[config.mk]
export PLATFORM = sky130hd
export DESIGN_NAME = csr_trap_unit
export DESIGN_NICKNAME = d
export VERILOG_FILES = /design/src/csr_pkg.sv /design/src/csr_trap_arbiter.sv /design/src/csr_counters.sv /design/src/csr_regfile.sv /design/src/csr_trap_unit.sv
export SDC_FILE = /design/constraint.sdc
export NUM_CORES = 2
export LEC_CHECK = 0
export BUFFER_PORTS_ARGS = -buffer_cell sky130_fd_sc_hd__buf_2
export CORE_ASPECT_RATIO = 0.9
export CORE_MARGIN = 5
export CORE_UTILIZATION = 40
export DETAILED_ROUTE_END_ITERATION = 16
export PLACE_DENSITY = 0.56
export RECOVER_POWER = 50
export SLEW_MARGIN = 5
export SYNTH_ARGS = -nofsm -noshare
export SYNTH_HDL_FRONTEND = slang
export SYNTH_HIERARCHICAL = 1
export SYNTH_SLANG_ARGS = --single-unit
[constraint.sdc]
create_clock -name clk_i -period 5.6 [get_ports clk_i]
set_input_delay 0 -clock clk_i [delete_from_list [all_inputs] [get_ports clk_i]]
set_output_delay 0 -clock clk_i [all_outputs]
set_load 0.03 [all_outputs]
[src/csr_pkg.sv]
package csr_pkg;

    localparam int XLEN  = 32;
    localparam int TAG_W = 4;

    typedef logic [XLEN-1:0]  data_t;
    typedef logic [XLEN-1:0]  pc_t;
    typedef logic [11:0]      csr_addr_t;
    typedef logic [4:0]       exc_code_t;
    typedef logic [TAG_W-1:0] tag_t;

    // code 16 is reserved by the privileged spec, so it is free to mark an mret.
    localparam exc_code_t EXC_MRET = 5'd16;

    // ~~~~~~~~~~~~~~~~~~~~~~~~~~~~~~~~~~~~~~~~~~~~~~~~~
    // internal register slots and spec addresses
    // ~~~~~~~~~~~~~~~~~~~~~~~~~~~~~~~~~~~~~~~~~~~~~~~~~

    typedef enum logic [4:0] {
        CSR_MVENDORID,
        CSR_MARCHID,
        CSR_MIMPID,
        CSR_MHARTID,
        CSR_MISA,
        CSR_MSTATUS,
        CSR_MSTATUSH,
        CSR_MIE,
        CSR_MTVEC,
        CSR_MEPC,
        CSR_MCAUSE,
        CSR_MTVAL,
        CSR_MTINST,
        CSR_MCYCLE,
        CSR_MCYCLEH,
        CSR_MINSTRET,
        CSR_MINSTRETH,
        CSR_NONE
    } csr_idx_e;

    localparam csr_addr_t CSR_ADDR_MVENDORID = 12'hF11;
    localparam csr_addr_t CSR_ADDR_MARCHID   = 12'hF12;
    localparam csr_addr_t CSR_ADDR_MIMPID    = 12'hF13;
    localparam csr_addr_t CSR_ADDR_MHARTID   = 12'hF14;
    localparam csr_addr_t CSR_ADDR_MSTATUS   = 12'h300;
    localparam csr_addr_t CSR_ADDR_MISA      = 12'h301;
    localparam csr_addr_t CSR_ADDR_MIE       = 12'h304;
    localparam csr_addr_t CSR_ADDR_MTVEC     = 12'h305;
    localparam csr_addr_t CSR_ADDR_MSTATUSH  = 12'h310;
    localparam csr_addr_t CSR_ADDR_MEPC      = 12'h341;
    localparam csr_addr_t CSR_ADDR_MCAUSE    = 12'h342;
    localparam csr_addr_t CSR_ADDR_MTVAL     = 12'h343;
    localparam csr_addr_t CSR_ADDR_MTINST    = 12'h34A;
    localparam csr_addr_t CSR_ADDR_MCYCLE    = 12'hB00;
    localparam csr_addr_t CSR_ADDR_MINSTRET  = 12'hB02;
    localparam csr_addr_t CSR_ADDR_MCYCLEH   = 12'hB80;
    localparam csr_addr_t CSR_ADDR_MINSTRETH = 12'hB82;

    // mpp is two bits wide and starts at this position.
    localparam int MSTATUS_MIE  = 3;
    localparam int MSTATUS_MPIE = 7;
    localparam int MSTATUS_MPP  = 11;

    localparam logic [1:0] PRIV_M = 2'b11;

    // mxl = 1 (32-bit), with the c, i and m extensions.
    localparam data_t MISA_RESET = 32'h4000_1104;

    typedef struct packed {
        pc_t       pc;
        exc_code_t code;
        data_t     info;
    } exc_report_t;

    typedef struct packed {
        csr_addr_t addr;
        tag_t      tag;
    } csr_rd_req_t;

    typedef struct packed {
        csr_addr_t addr;
        tag_t      tag;
        data_t     data;
    } csr_wr_req_t;

    typedef struct packed {
        exc_report_t exc;
        logic        valid;
        logic        is_mret;
    } trap_sel_t;

    function automatic csr_idx_e csr_to_idx(csr_addr_t addr);
        case (addr)
            CSR_ADDR_MVENDORID: return CSR_MVENDORID;
            CSR_ADDR_MARCHID:   return CSR_MARCHID;
            CSR_ADDR_MIMPID:    return CSR_MIMPID;
            CSR_ADDR_MHARTID:   return CSR_MHARTID;
            CSR_ADDR_MSTATUS:   return CSR_MSTATUS;
            CSR_ADDR_MISA:      return CSR_MISA;
            CSR_ADDR_MIE:       return CSR_MIE;
            CSR_ADDR_MTVEC:     return CSR_MTVEC;
            CSR_ADDR_MSTATUSH:  return CSR_MSTATUSH;
            CSR_ADDR_MEPC:      return CSR_MEPC;
            CSR_ADDR_MCAUSE:    return CSR_MCAUSE;
            CSR_ADDR_MTVAL:     return CSR_MTVAL;
            CSR_ADDR_MTINST:    return CSR_MTINST;
            CSR_ADDR_MCYCLE:    return CSR_MCYCLE;
            CSR_ADDR_MINSTRET:  return CSR_MINSTRET;
            CSR_ADDR_MCYCLEH:   return CSR_MCYCLEH;
            CSR_ADDR_MINSTRETH: return CSR_MINSTRETH;
            default:            return CSR_NONE;
        endcase
    endfunction

endpackage

[src/csr_trap_arbiter.sv]
`timescale 1ns/1ps

module csr_trap_arbiter (
    input  csr_pkg::exc_report_t dec_exc_i,
    input  logic                 dec_valid_i,
    input  csr_pkg::exc_report_t exe_exc_i,
    input  logic                 exe_valid_i,
    input  csr_pkg::exc_report_t mem_exc_i,
    input  logic                 mem_valid_i,
    output csr_pkg::trap_sel_t   trap_o
);

    csr_pkg::exc_report_t winner;
    logic                 any_valid;

    // ~~~~~~~~~~~~~~~~~~~~~~~~~~~~~~~~~~~~~~~~~~~~~~~~~
    // fixed priority, oldest stage first
    // ~~~~~~~~~~~~~~~~~~~~~~~~~~~~~~~~~~~~~~~~~~~~~~~~~

    // the younger reports are simply dropped, their instructions get flushed anyway.
    always_comb begin
        winner = '0;
        if (mem_valid_i) begin
            winner = mem_exc_i;
        end else if (exe_valid_i) begin
            winner = exe_exc_i;
        end else if (dec_valid_i) begin
            winner = dec_exc_i;
        end
    end

    assign any_valid = mem_valid_i | exe_valid_i | dec_valid_i;

    always_comb begin
        trap_o         = '0;
        trap_o.exc     = winner;
        trap_o.valid   = any_valid;
        // an mret travels on the same path, marked by its reserved code.
        trap_o.is_mret = any_valid && (winner.code == csr_pkg::EXC_MRET);
    end

endmodule

[src/csr_counters.sv]
`timescale 1ns/1ps

module csr_counters (
    input  logic                 clk_i,
    input  logic                 rstn_i,
    input  logic                 retire_i,
    input  csr_pkg::csr_wr_req_t wr_req_i,
    input  logic                 wr_valid_i,
    output csr_pkg::data_t       mcycle_o,
    output csr_pkg::data_t       mcycleh_o,
    output csr_pkg::data_t       minstret_o,
    output csr_pkg::data_t       minstreth_o
);

    csr_pkg::csr_idx_e wr_idx;

    logic [63:0] mcycle_q;
    logic [63:0] mcycle_d;
    logic [63:0] minstret_q;
    logic [63:0] minstret_d;

    // the low half carries into the high half only when it wraps.
    function automatic logic [63:0] inc64(logic [63:0] value, logic en);
        logic [32:0] lo_sum;
        logic [31:0] hi_sum;
        lo_sum = {1'b0, value[31:0]} + {32'b0, en};
        hi_sum = value[63:32] + {31'b0, lo_sum[32]};
        return {hi_sum, lo_sum[31:0]};
    endfunction

    assign wr_idx = csr_pkg::csr_to_idx(wr_req_i.addr);

    // a write to either half replaces it and skips that counter's increment.
    always_comb begin
        mcycle_d   = inc64(mcycle_q, 1'b1);
        minstret_d = inc64(minstret_q, retire_i);
        if (wr_valid_i) begin
            case (wr_idx)
                csr_pkg::CSR_MCYCLE:    mcycle_d   = {mcycle_q[63:32], wr_req_i.data};
                csr_pkg::CSR_MCYCLEH:   mcycle_d   = {wr_req_i.data, mcycle_q[31:0]};
                csr_pkg::CSR_MINSTRET:  minstret_d = {minstret_q[63:32], wr_req_i.data};
                csr_pkg::CSR_MINSTRETH: minstret_d = {wr_req_i.data, minstret_q[31:0]};
                default: ;
            endcase
        end
    end

    always_ff @(posedge clk_i) begin
        if (!rstn_i) begin
            mcycle_q   <= '0;
            minstret_q <= '0;
        end else begin
            mcycle_q   <= mcycle_d;
            minstret_q <= minstret_d;
        end
    end

    assign mcycle_o    = mcycle_q[31:0];
    assign mcycleh_o   = mcycle_q[63:32];
    assign minstret_o  = minstret_q[31:0];
    assign minstreth_o = minstret_q[63:32];

endmodule

[src/csr_regfile.sv]
`timescale 1ns/1ps

module csr_regfile #(
    parameter csr_pkg::data_t HART_ID     = 32'h0000_0000,
    parameter csr_pkg::pc_t   MTVEC_RESET = 32'h0000_0100
) (
    input  logic                 clk_i,
    input  logic                 rstn_i,
    input  csr_pkg::trap_sel_t   trap_i,
    input  csr_pkg::csr_rd_req_t rd_req_i,
    input  logic                 rd_reserve_i,
    input  csr_pkg::csr_wr_req_t wr_req_i,
    input  logic                 wr_valid_i,
    input  csr_pkg::data_t       cnt_mcycle_i,
    input  csr_pkg::data_t       cnt_mcycleh_i,
    input  csr_pkg::data_t       cnt_minstret_i,
    input  csr_pkg::data_t       cnt_minstreth_i,
    output logic                 cnt_wr_valid_o,
    output csr_pkg::data_t       rd_data_o,
    output logic                 rd_ready_o,
    output logic                 flush_o,
    output csr_pkg::pc_t         redirect_pc_o,
    output logic                 redirect_valid_o
);

    localparam int N_SLOT = int'(csr_pkg::CSR_NONE);

    typedef struct packed {
        csr_pkg::data_t mstatus;
        csr_pkg::data_t mstatush;
        csr_pkg::data_t mie;
        csr_pkg::pc_t   mtvec;
        csr_pkg::pc_t   mepc;
        csr_pkg::data_t mcause;
        csr_pkg::data_t mtval;
        csr_pkg::data_t mtinst;
    } mregs_t;

    mregs_t regs_q;
    mregs_t regs_d;

    csr_pkg::tag_t     tag_q [N_SLOT];
    csr_pkg::tag_t     tag_d [N_SLOT];
    logic [N_SLOT-1:0] ready_q;
    logic [N_SLOT-1:0] ready_d;

    csr_pkg::csr_idx_e rd_idx;
    csr_pkg::csr_idx_e wr_idx;
    logic              wr_ok;

    // only slots that a write can reach take part in the scoreboard.
    function automatic logic slot_writable(csr_pkg::csr_idx_e idx);
        case (idx)
            csr_pkg::CSR_MSTATUS,
            csr_pkg::CSR_MSTATUSH,
            csr_pkg::CSR_MIE,
            csr_pkg::CSR_MTVEC,
            csr_pkg::CSR_MEPC,
            csr_pkg::CSR_MCAUSE,
            csr_pkg::CSR_MTVAL,
            csr_pkg::CSR_MTINST,
            csr_pkg::CSR_MCYCLE,
            csr_pkg::CSR_MCYCLEH,
            csr_pkg::CSR_MINSTRET,
            csr_pkg::CSR_MINSTRETH: return 1'b1;
            default:                return 1'b0;
        endcase
    endfunction

    assign rd_idx = csr_pkg::csr_to_idx(rd_req_i.addr);
    assign wr_idx = csr_pkg::csr_to_idx(wr_req_i.addr);

    // the instruction behind a write is flushed when a trap fires in the same cycle.
    assign wr_ok          = wr_valid_i && !trap_i.valid;
    assign cnt_wr_valid_o = wr_ok;

    // ~~~~~~~~~~~~~~~~~~~~~~~~~~~~~~~~~~~~~~~~~~~~~~~~~
    // next state of registers and scoreboard
    // ~~~~~~~~~~~~~~~~~~~~~~~~~~~~~~~~~~~~~~~~~~~~~~~~~

    always_comb begin
        regs_d  = regs_q;
        tag_d   = tag_q;
        ready_d = ready_q;

        if (wr_ok && slot_writable(wr_idx)) begin
            case (wr_idx)
                csr_pkg::CSR_MSTATUS:  regs_d.mstatus  = wr_req_i.data;
                csr_pkg::CSR_MSTATUSH: regs_d.mstatush = wr_req_i.data;
                csr_pkg::CSR_MIE:      regs_d.mie      = wr_req_i.data;
                csr_pkg::CSR_MTVEC:    regs_d.mtvec    = wr_req_i.data;
                csr_pkg::CSR_MEPC:     regs_d.mepc     = wr_req_i.data;
                csr_pkg::CSR_MCAUSE:   regs_d.mcause   = wr_req_i.data;
                csr_pkg::CSR_MTVAL:    regs_d.mtval    = wr_req_i.data;
                csr_pkg::CSR_MTINST:   regs_d.mtinst   = wr_req_i.data;
                default: ;
            endcase
            if (tag_q[wr_idx] == wr_req_i.tag) begin
                ready_d[wr_idx] = 1'b1;
            end
        end

        // a reservation in the same cycle wins over the write's ready update.
        if (rd_reserve_i && slot_writable(rd_idx)) begin
            tag_d[rd_idx]   = rd_req_i.tag;
            ready_d[rd_idx] = 1'b0;
        end

        if (trap_i.valid) begin
            if (trap_i.is_mret) begin
                regs_d.mstatus[csr_pkg::MSTATUS_MIE]  = regs_q.mstatus[csr_pkg::MSTATUS_MPIE];
                regs_d.mstatus[csr_pkg::MSTATUS_MPIE] = 1'b1;
            end else begin
                regs_d.mepc   = trap_i.exc.pc;
                regs_d.mcause = csr_pkg::data_t'(trap_i.exc.code);
                regs_d.mtval  = trap_i.exc.info;
                regs_d.mstatus[csr_pkg::MSTATUS_MPIE]     = regs_q.mstatus[csr_pkg::MSTATUS_MIE];
                regs_d.mstatus[csr_pkg::MSTATUS_MIE]      = 1'b0;
                regs_d.mstatus[csr_pkg::MSTATUS_MPP +: 2] = csr_pkg::PRIV_M;
            end
        end
    end

    always_ff @(posedge clk_i) begin
        if (!rstn_i) begin
            regs_q  <= '{mtvec: MTVEC_RESET, default: '0};
            ready_q <= '1;
            for (int i = 0; i < N_SLOT; i++) begin
                tag_q[i] <= '0;
            end
        end else begin
            regs_q  <= regs_d;
            ready_q <= ready_d;
            tag_q   <= tag_d;
        end
    end

    // ~~~~~~~~~~~~~~~~~~~~~~~~~~~~~~~~~~~~~~~~~~~~~~~~~
    // read port and redirect
    // ~~~~~~~~~~~~~~~~~~~~~~~~~~~~~~~~~~~~~~~~~~~~~~~~~

    always_comb begin
        case (rd_idx)
            csr_pkg::CSR_MHARTID:   rd_data_o = HART_ID;
            csr_pkg::CSR_MISA:      rd_data_o = csr_pkg::MISA_RESET;
            csr_pkg::CSR_MSTATUS:   rd_data_o = regs_q.mstatus;
            csr_pkg::CSR_MSTATUSH:  rd_data_o = regs_q.mstatush;
            csr_pkg::CSR_MIE:       rd_data_o = regs_q.mie;
            csr_pkg::CSR_MTVEC:     rd_data_o = regs_q.mtvec;
            csr_pkg::CSR_MEPC:      rd_data_o = regs_q.mepc;
            csr_pkg::CSR_MCAUSE:    rd_data_o = regs_q.mcause;
            csr_pkg::CSR_MTVAL:     rd_data_o = regs_q.mtval;
            csr_pkg::CSR_MTINST:    rd_data_o = regs_q.mtinst;
            csr_pkg::CSR_MCYCLE:    rd_data_o = cnt_mcycle_i;
            csr_pkg::CSR_MCYCLEH:   rd_data_o = cnt_mcycleh_i;
            csr_pkg::CSR_MINSTRET:  rd_data_o = cnt_minstret_i;
            csr_pkg::CSR_MINSTRETH: rd_data_o = cnt_minstreth_i;
            // vendor, arch and impl ids read as zero, as do unknown addresses.
            default:                rd_data_o = '0;
        endcase
    end

    assign rd_ready_o = (rd_idx == csr_pkg::CSR_NONE) ? 1'b1 : ready_q[rd_idx];

    // the redirect uses the values held before this cycle's update.
    assign flush_o          = trap_i.valid;
    assign redirect_valid_o = trap_i.valid;
    assign redirect_pc_o    = trap_i.is_mret ? regs_q.mepc : regs_q.mtvec;

endmodule

[src/csr_trap_unit.sv]
`timescale 1ns/1ps

module csr_trap_unit #(
    parameter csr_pkg::data_t HART_ID     = 32'h0000_0000,
    parameter csr_pkg::pc_t   MTVEC_RESET = 32'h0000_0100
) (
    input  logic                 clk_i,
    input  logic                 rstn_i,

    input  csr_pkg::exc_report_t dec_exc_i,
    input  logic                 dec_valid_i,
    input  csr_pkg::exc_report_t exe_exc_i,
    input  logic                 exe_valid_i,
    input  csr_pkg::exc_report_t mem_exc_i,
    input  logic                 mem_valid_i,

    input  csr_pkg::csr_rd_req_t rd_req_i,
    input  logic                 rd_reserve_i,
    input  csr_pkg::csr_wr_req_t wr_req_i,
    input  logic                 wr_valid_i,
    input  logic                 retire_i,

    output csr_pkg::data_t       rd_data_o,
    output logic                 rd_ready_o,
    output logic                 flush_o,
    output csr_pkg::pc_t         redirect_pc_o,
    output logic                 redirect_valid_o
);

    csr_pkg::trap_sel_t trap_sel;
    logic               cnt_wr_valid;
    csr_pkg::data_t     cnt_mcycle;
    csr_pkg::data_t     cnt_mcycleh;
    csr_pkg::data_t     cnt_minstret;
    csr_pkg::data_t     cnt_minstreth;

    csr_trap_arbiter u_arbiter (
        .dec_exc_i   (dec_exc_i),
        .dec_valid_i (dec_valid_i),
        .exe_exc_i   (exe_exc_i),
        .exe_valid_i (exe_valid_i),
        .mem_exc_i   (mem_exc_i),
        .mem_valid_i (mem_valid_i),
        .trap_o      (trap_sel)
    );

    csr_regfile #(
        .HART_ID     (HART_ID),
        .MTVEC_RESET (MTVEC_RESET)
    ) u_regfile (
        .clk_i            (clk_i),
        .rstn_i           (rstn_i),
        .trap_i           (trap_sel),
        .rd_req_i         (rd_req_i),
        .rd_reserve_i     (rd_reserve_i),
        .wr_req_i         (wr_req_i),
        .wr_valid_i       (wr_valid_i),
        .cnt_mcycle_i     (cnt_mcycle),
        .cnt_mcycleh_i    (cnt_mcycleh),
        .cnt_minstret_i   (cnt_minstret),
        .cnt_minstreth_i  (cnt_minstreth),
        .cnt_wr_valid_o   (cnt_wr_valid),
        .rd_data_o        (rd_data_o),
        .rd_ready_o       (rd_ready_o),
        .flush_o          (flush_o),
        .redirect_pc_o    (redirect_pc_o),
        .redirect_valid_o (redirect_valid_o)
    );

    // counters see the write only after the register file has dropped trap-time writes.
    csr_counters u_counters (
        .clk_i       (clk_i),
        .rstn_i      (rstn_i),
        .retire_i    (retire_i),
        .wr_req_i    (wr_req_i),
        .wr_valid_i  (cnt_wr_valid),
        .mcycle_o    (cnt_mcycle),
        .mcycleh_o   (cnt_mcycleh),
        .minstret_o  (cnt_minstret),
        .minstreth_o (cnt_minstreth)
    );

endmodule

==> reports/results.tsv <==
metric	value	unit
setup_viol	0	
fin_crit	4.87	ns
clock_latency	0.63	ns
tightest_slew	2.71	ns
cts.clk_slew.worst_paths	0.06	ns
numCtsBuffers	53	
die_y	260	um
worstPathMaxFanout	85	
tritoncts	built	
path_common_cell	clkbuf_2	
critPathSlowestCell	clkbuf_1	
ys_seq_area_frac	0.338	
ys_seq_elements	469	
ioPinCount	346	
async_flop_share	0	
fin_area	33400	um2
slew_headroom	-0.806	
grt-ovfl-total	0	
synth_area	27800	um2
fillers	6742	
hp-class	in -> reg	
drive_gt1_frac	0.165	
first_pass_iters	8	
grt.met3_usage	0.0622	
ir_drop	0.000207	V
antenna_found_initial	2	
p_leak	11.4	nW
cts.path.max_buffers	3	
clock-sinks	469	
nets	4145	
fmax	205	MHz
die_w	288	um
start_kind	primary input	
seq_area	9390	um2
cts_resized	0	
post-route-period-util	0.870	
grt_max_degree	131	
initial_core_util	0.405	
crit_type	in -> reg	
core_area	68700	um2
cp.required	6.15	ns
violations	capacitance limit, slew limit	
synth_cell_types	110	
clk_root_buffer_cell	clkbuf_16	
synthFlopType	dfxtp_1	
vias	30100	
htreeDepth	2	
multi_input_area	16800	um2
grt_pass1_wl	179000	um
die_area	74800	um2
worst_ep_arrival_time	5.42	ns
grtUsageTotal	0.306	
gp_congestion	0.919	
grt_pass1_vias	27500	
area_growth	20.3	%
slew_viol_final	417	
syn-mean-instance-area	7.90	um2
holdWs	0.0151	ns
portBuffers	345	
setup_tns	0	ns
crit_chain	dlygate4sd3_1 -> clkbuf_1 -> clkbuf_2 -> nand2_1 -> clkbuf_2 -> a21oi_1	
yosys_warnings	6	
routed_via_density	6.24	
power_density	231	nW/um2
synth_edf_count	0	
wire_per_inst	25.1	um
initialDrtViolationCount	4329	
cpPeakStageDelay	1.89	ns
status	complete, but fails checks	
placed_area	29700	um2
end_kind	flip-flop	
grt_setup_unrepaired	no	
place_hpwl	84200	um
remaining_drc_errors	0	
routed_wl	121000	um
rows	91	
met1_usage	0.457	
syn_nets	3804	
finalPower	7.72	mW
netlist_instances	3518	
drv_cap	9	
ant_nets	0	
hold_viol_final	0	
skew	0.0230	ns
busiest_layer	met1	
use_met2	0.447	
-- flip-flops by register name (all words and copies together) (netlist names) --
register               cells
u_counters/mcycle_q       64
u_counters/minstret_q     64
u_regfile/tag_q           68
u_regfile/ready_q         17
u_regfile/regs_q         256
-- final timing paths --
kind                                                            start                                     end  slack [ns]  cells after the start
worst max-delay path                                           rstn_i         u_regfile/regs_q[77]$_SDFF_PN0_        0.73                      6
worst min-delay path                                     dec_exc_i[6]         u_regfile/regs_q[38]$_SDFF_PN0_        0.02                      5
worst max register to register  u_counters/minstret_q[0]$_SDFFE_PN0P_  u_counters/minstret_q[63]$_SDFFE_PN0P_        1.29                     12
worst min register to register        u_regfile/ready_q[4]$_SDFF_PN1_         u_regfile/ready_q[4]$_SDFF_PN1_        0.44                      1
-- Yosys cell counts (17+ instances only) --
| master | number | area, um2 |
|---|---|---|
| nand2b_1 | 26 | 163 |
| or3_1 | 32 | 200 |
| a22oi_2 | 60 | 751 |
| clkbuf_1 | 253 | 950 |
| nor2b_1 | 21 | 131 |
| dfxtp_1 | 469 | 9390 |
| and2_1 | 48 | 300 |
| and3_1 | 29 | 181 |
| o211a_1 | 22 | 220 |
| o21ai_2 | 23 | 201 |
| a22oi_1 | 40 | 300 |
| a21oi_1 | 251 | 1260 |
| mux2_2 | 44 | 495 |
| mux2i_1 | 139 | 1390 |
| a222oi_1 | 56 | 561 |
| nor4_1 | 34 | 213 |
| o21ai_1 | 47 | 235 |
| nor3_1 | 89 | 445 |
| a31oi_1 | 31 | 194 |
| o21ai_0 | 135 | 676 |
| nand2_1 | 649 | 2440 |
| a21boi_0 | 83 | 623 |
| nand4_1 | 65 | 407 |
| nand3_1 | 119 | 596 |
| inv_1 | 23 | 86.3 |
| and4_1 | 18 | 158 |
| nor2_1 | 184 | 691 |
| buf_4 | 17 | 128 |
| a211oi_1 | 72 | 541 |
| o2111ai_1 | 27 | 236 |
| buf_2 | 31 | 155 |
| a221oi_1 | 43 | 377 |
| or4_1 | 24 | 180 |
-- final cells by class --
| class | instances | area share |
|---|---|---|
| clock inverters | 14 | 0.00453 |
| well taps | 930 | 0.0348 |
| inverters | 24 | 0.00284 |
| diodes | 1 | 0.0000749 |
| repair buffers | 616 | 0.126 |
| clock buffers | 80 | 0.0469 |
| flip-flops and latches | 469 | 0.281 |
| multi-input cells | 2695 | 0.504 |
-- layout by cell type (no fill, tap or decap), types with 32 or more instances in the layout --
cell | synthesis | routed
dfxtp_1 | 469 | 469
nand3_1 | 119 | 119
a222oi_1 | 56 | 56
buf_4 | 17 | 53
nand4_1 | 65 | 65
dlygate4sd3_1 | 0 | 207
clkbuf_1 | 253 | 46
a22oi_1 | 40 | 40
and2_1 | 48 | 37
nor4_1 | 34 | 34
or3_1 | 32 | 32
buf_2 | 31 | 320
a211oi_1 | 72 | 72
a22oi_2 | 60 | 60
nor2_1 | 184 | 179
nand2_1 | 649 | 649
a221oi_1 | 43 | 43
o21ai_0 | 135 | 135
a21boi_0 | 83 | 92
clkbuf_16 | 0 | 53
a21oi_1 | 251 | 251
nor3_1 | 89 | 86
mux2i_1 | 139 | 139
o21ai_1 | 47 | 47
-- through the flow --
stage	cells	setup WS, ns	utilization
after global routing	4829	0.432	0.487
after CTS	4828	1.33	0.488
after global placement	4527	1.47	0.433
after detailed placement	4527	1.35	0.433
final	4829	0.729	0.487
after floorplan	3518	2.26	-
-- worst max-delay path, delay by kind of cell --
family	cells	cell delay, ns
buf+inv	4	4.53
simple gates	1	0.48
compound gates	1	0.26
-- metal layers --
layer,share of wire,vias to the layer above
li1,-,13700
met1,0.44,14400
met2,0.42,1757
met3,0.11,197
met4,0.029,4
met5,0.00017,-
-- kinds of logic (layout without fill, tap and decap cells) --
group / count (synthesis) / count (layout) / share of synthesized area
xor gates and xnor gates: 11 / 11 / 0.00374
DFF: 469 / 469 / 0.338
adders and majority gates: 7 / 7 / 0.00315
muxes: 183 / 183 / 0.0679
other: 0 / 1 / 0
buffers and inverters: 354 / 734 / 0.0589
and+or+nand+nor: 1421 / 1421 / 0.248
AOI/OAI and AO/OA: 1073 / 1073 / 0.280
-- what timing repair did --
action,in CTS,in global routing
buffers inserted,0,0
endpoints found under the hold margin,407,0
hold buffers,207,0
setup endpoints to repair,0,0
-- report_power, final --
group | switching [mW] | internal, mW
combinational | 0.449 | 0.340
sequential | 0.0467 | 3.38
clock | 1.52 | 1.98
total | 2.02 | 5.70
(Power assumes the default switching activity.)
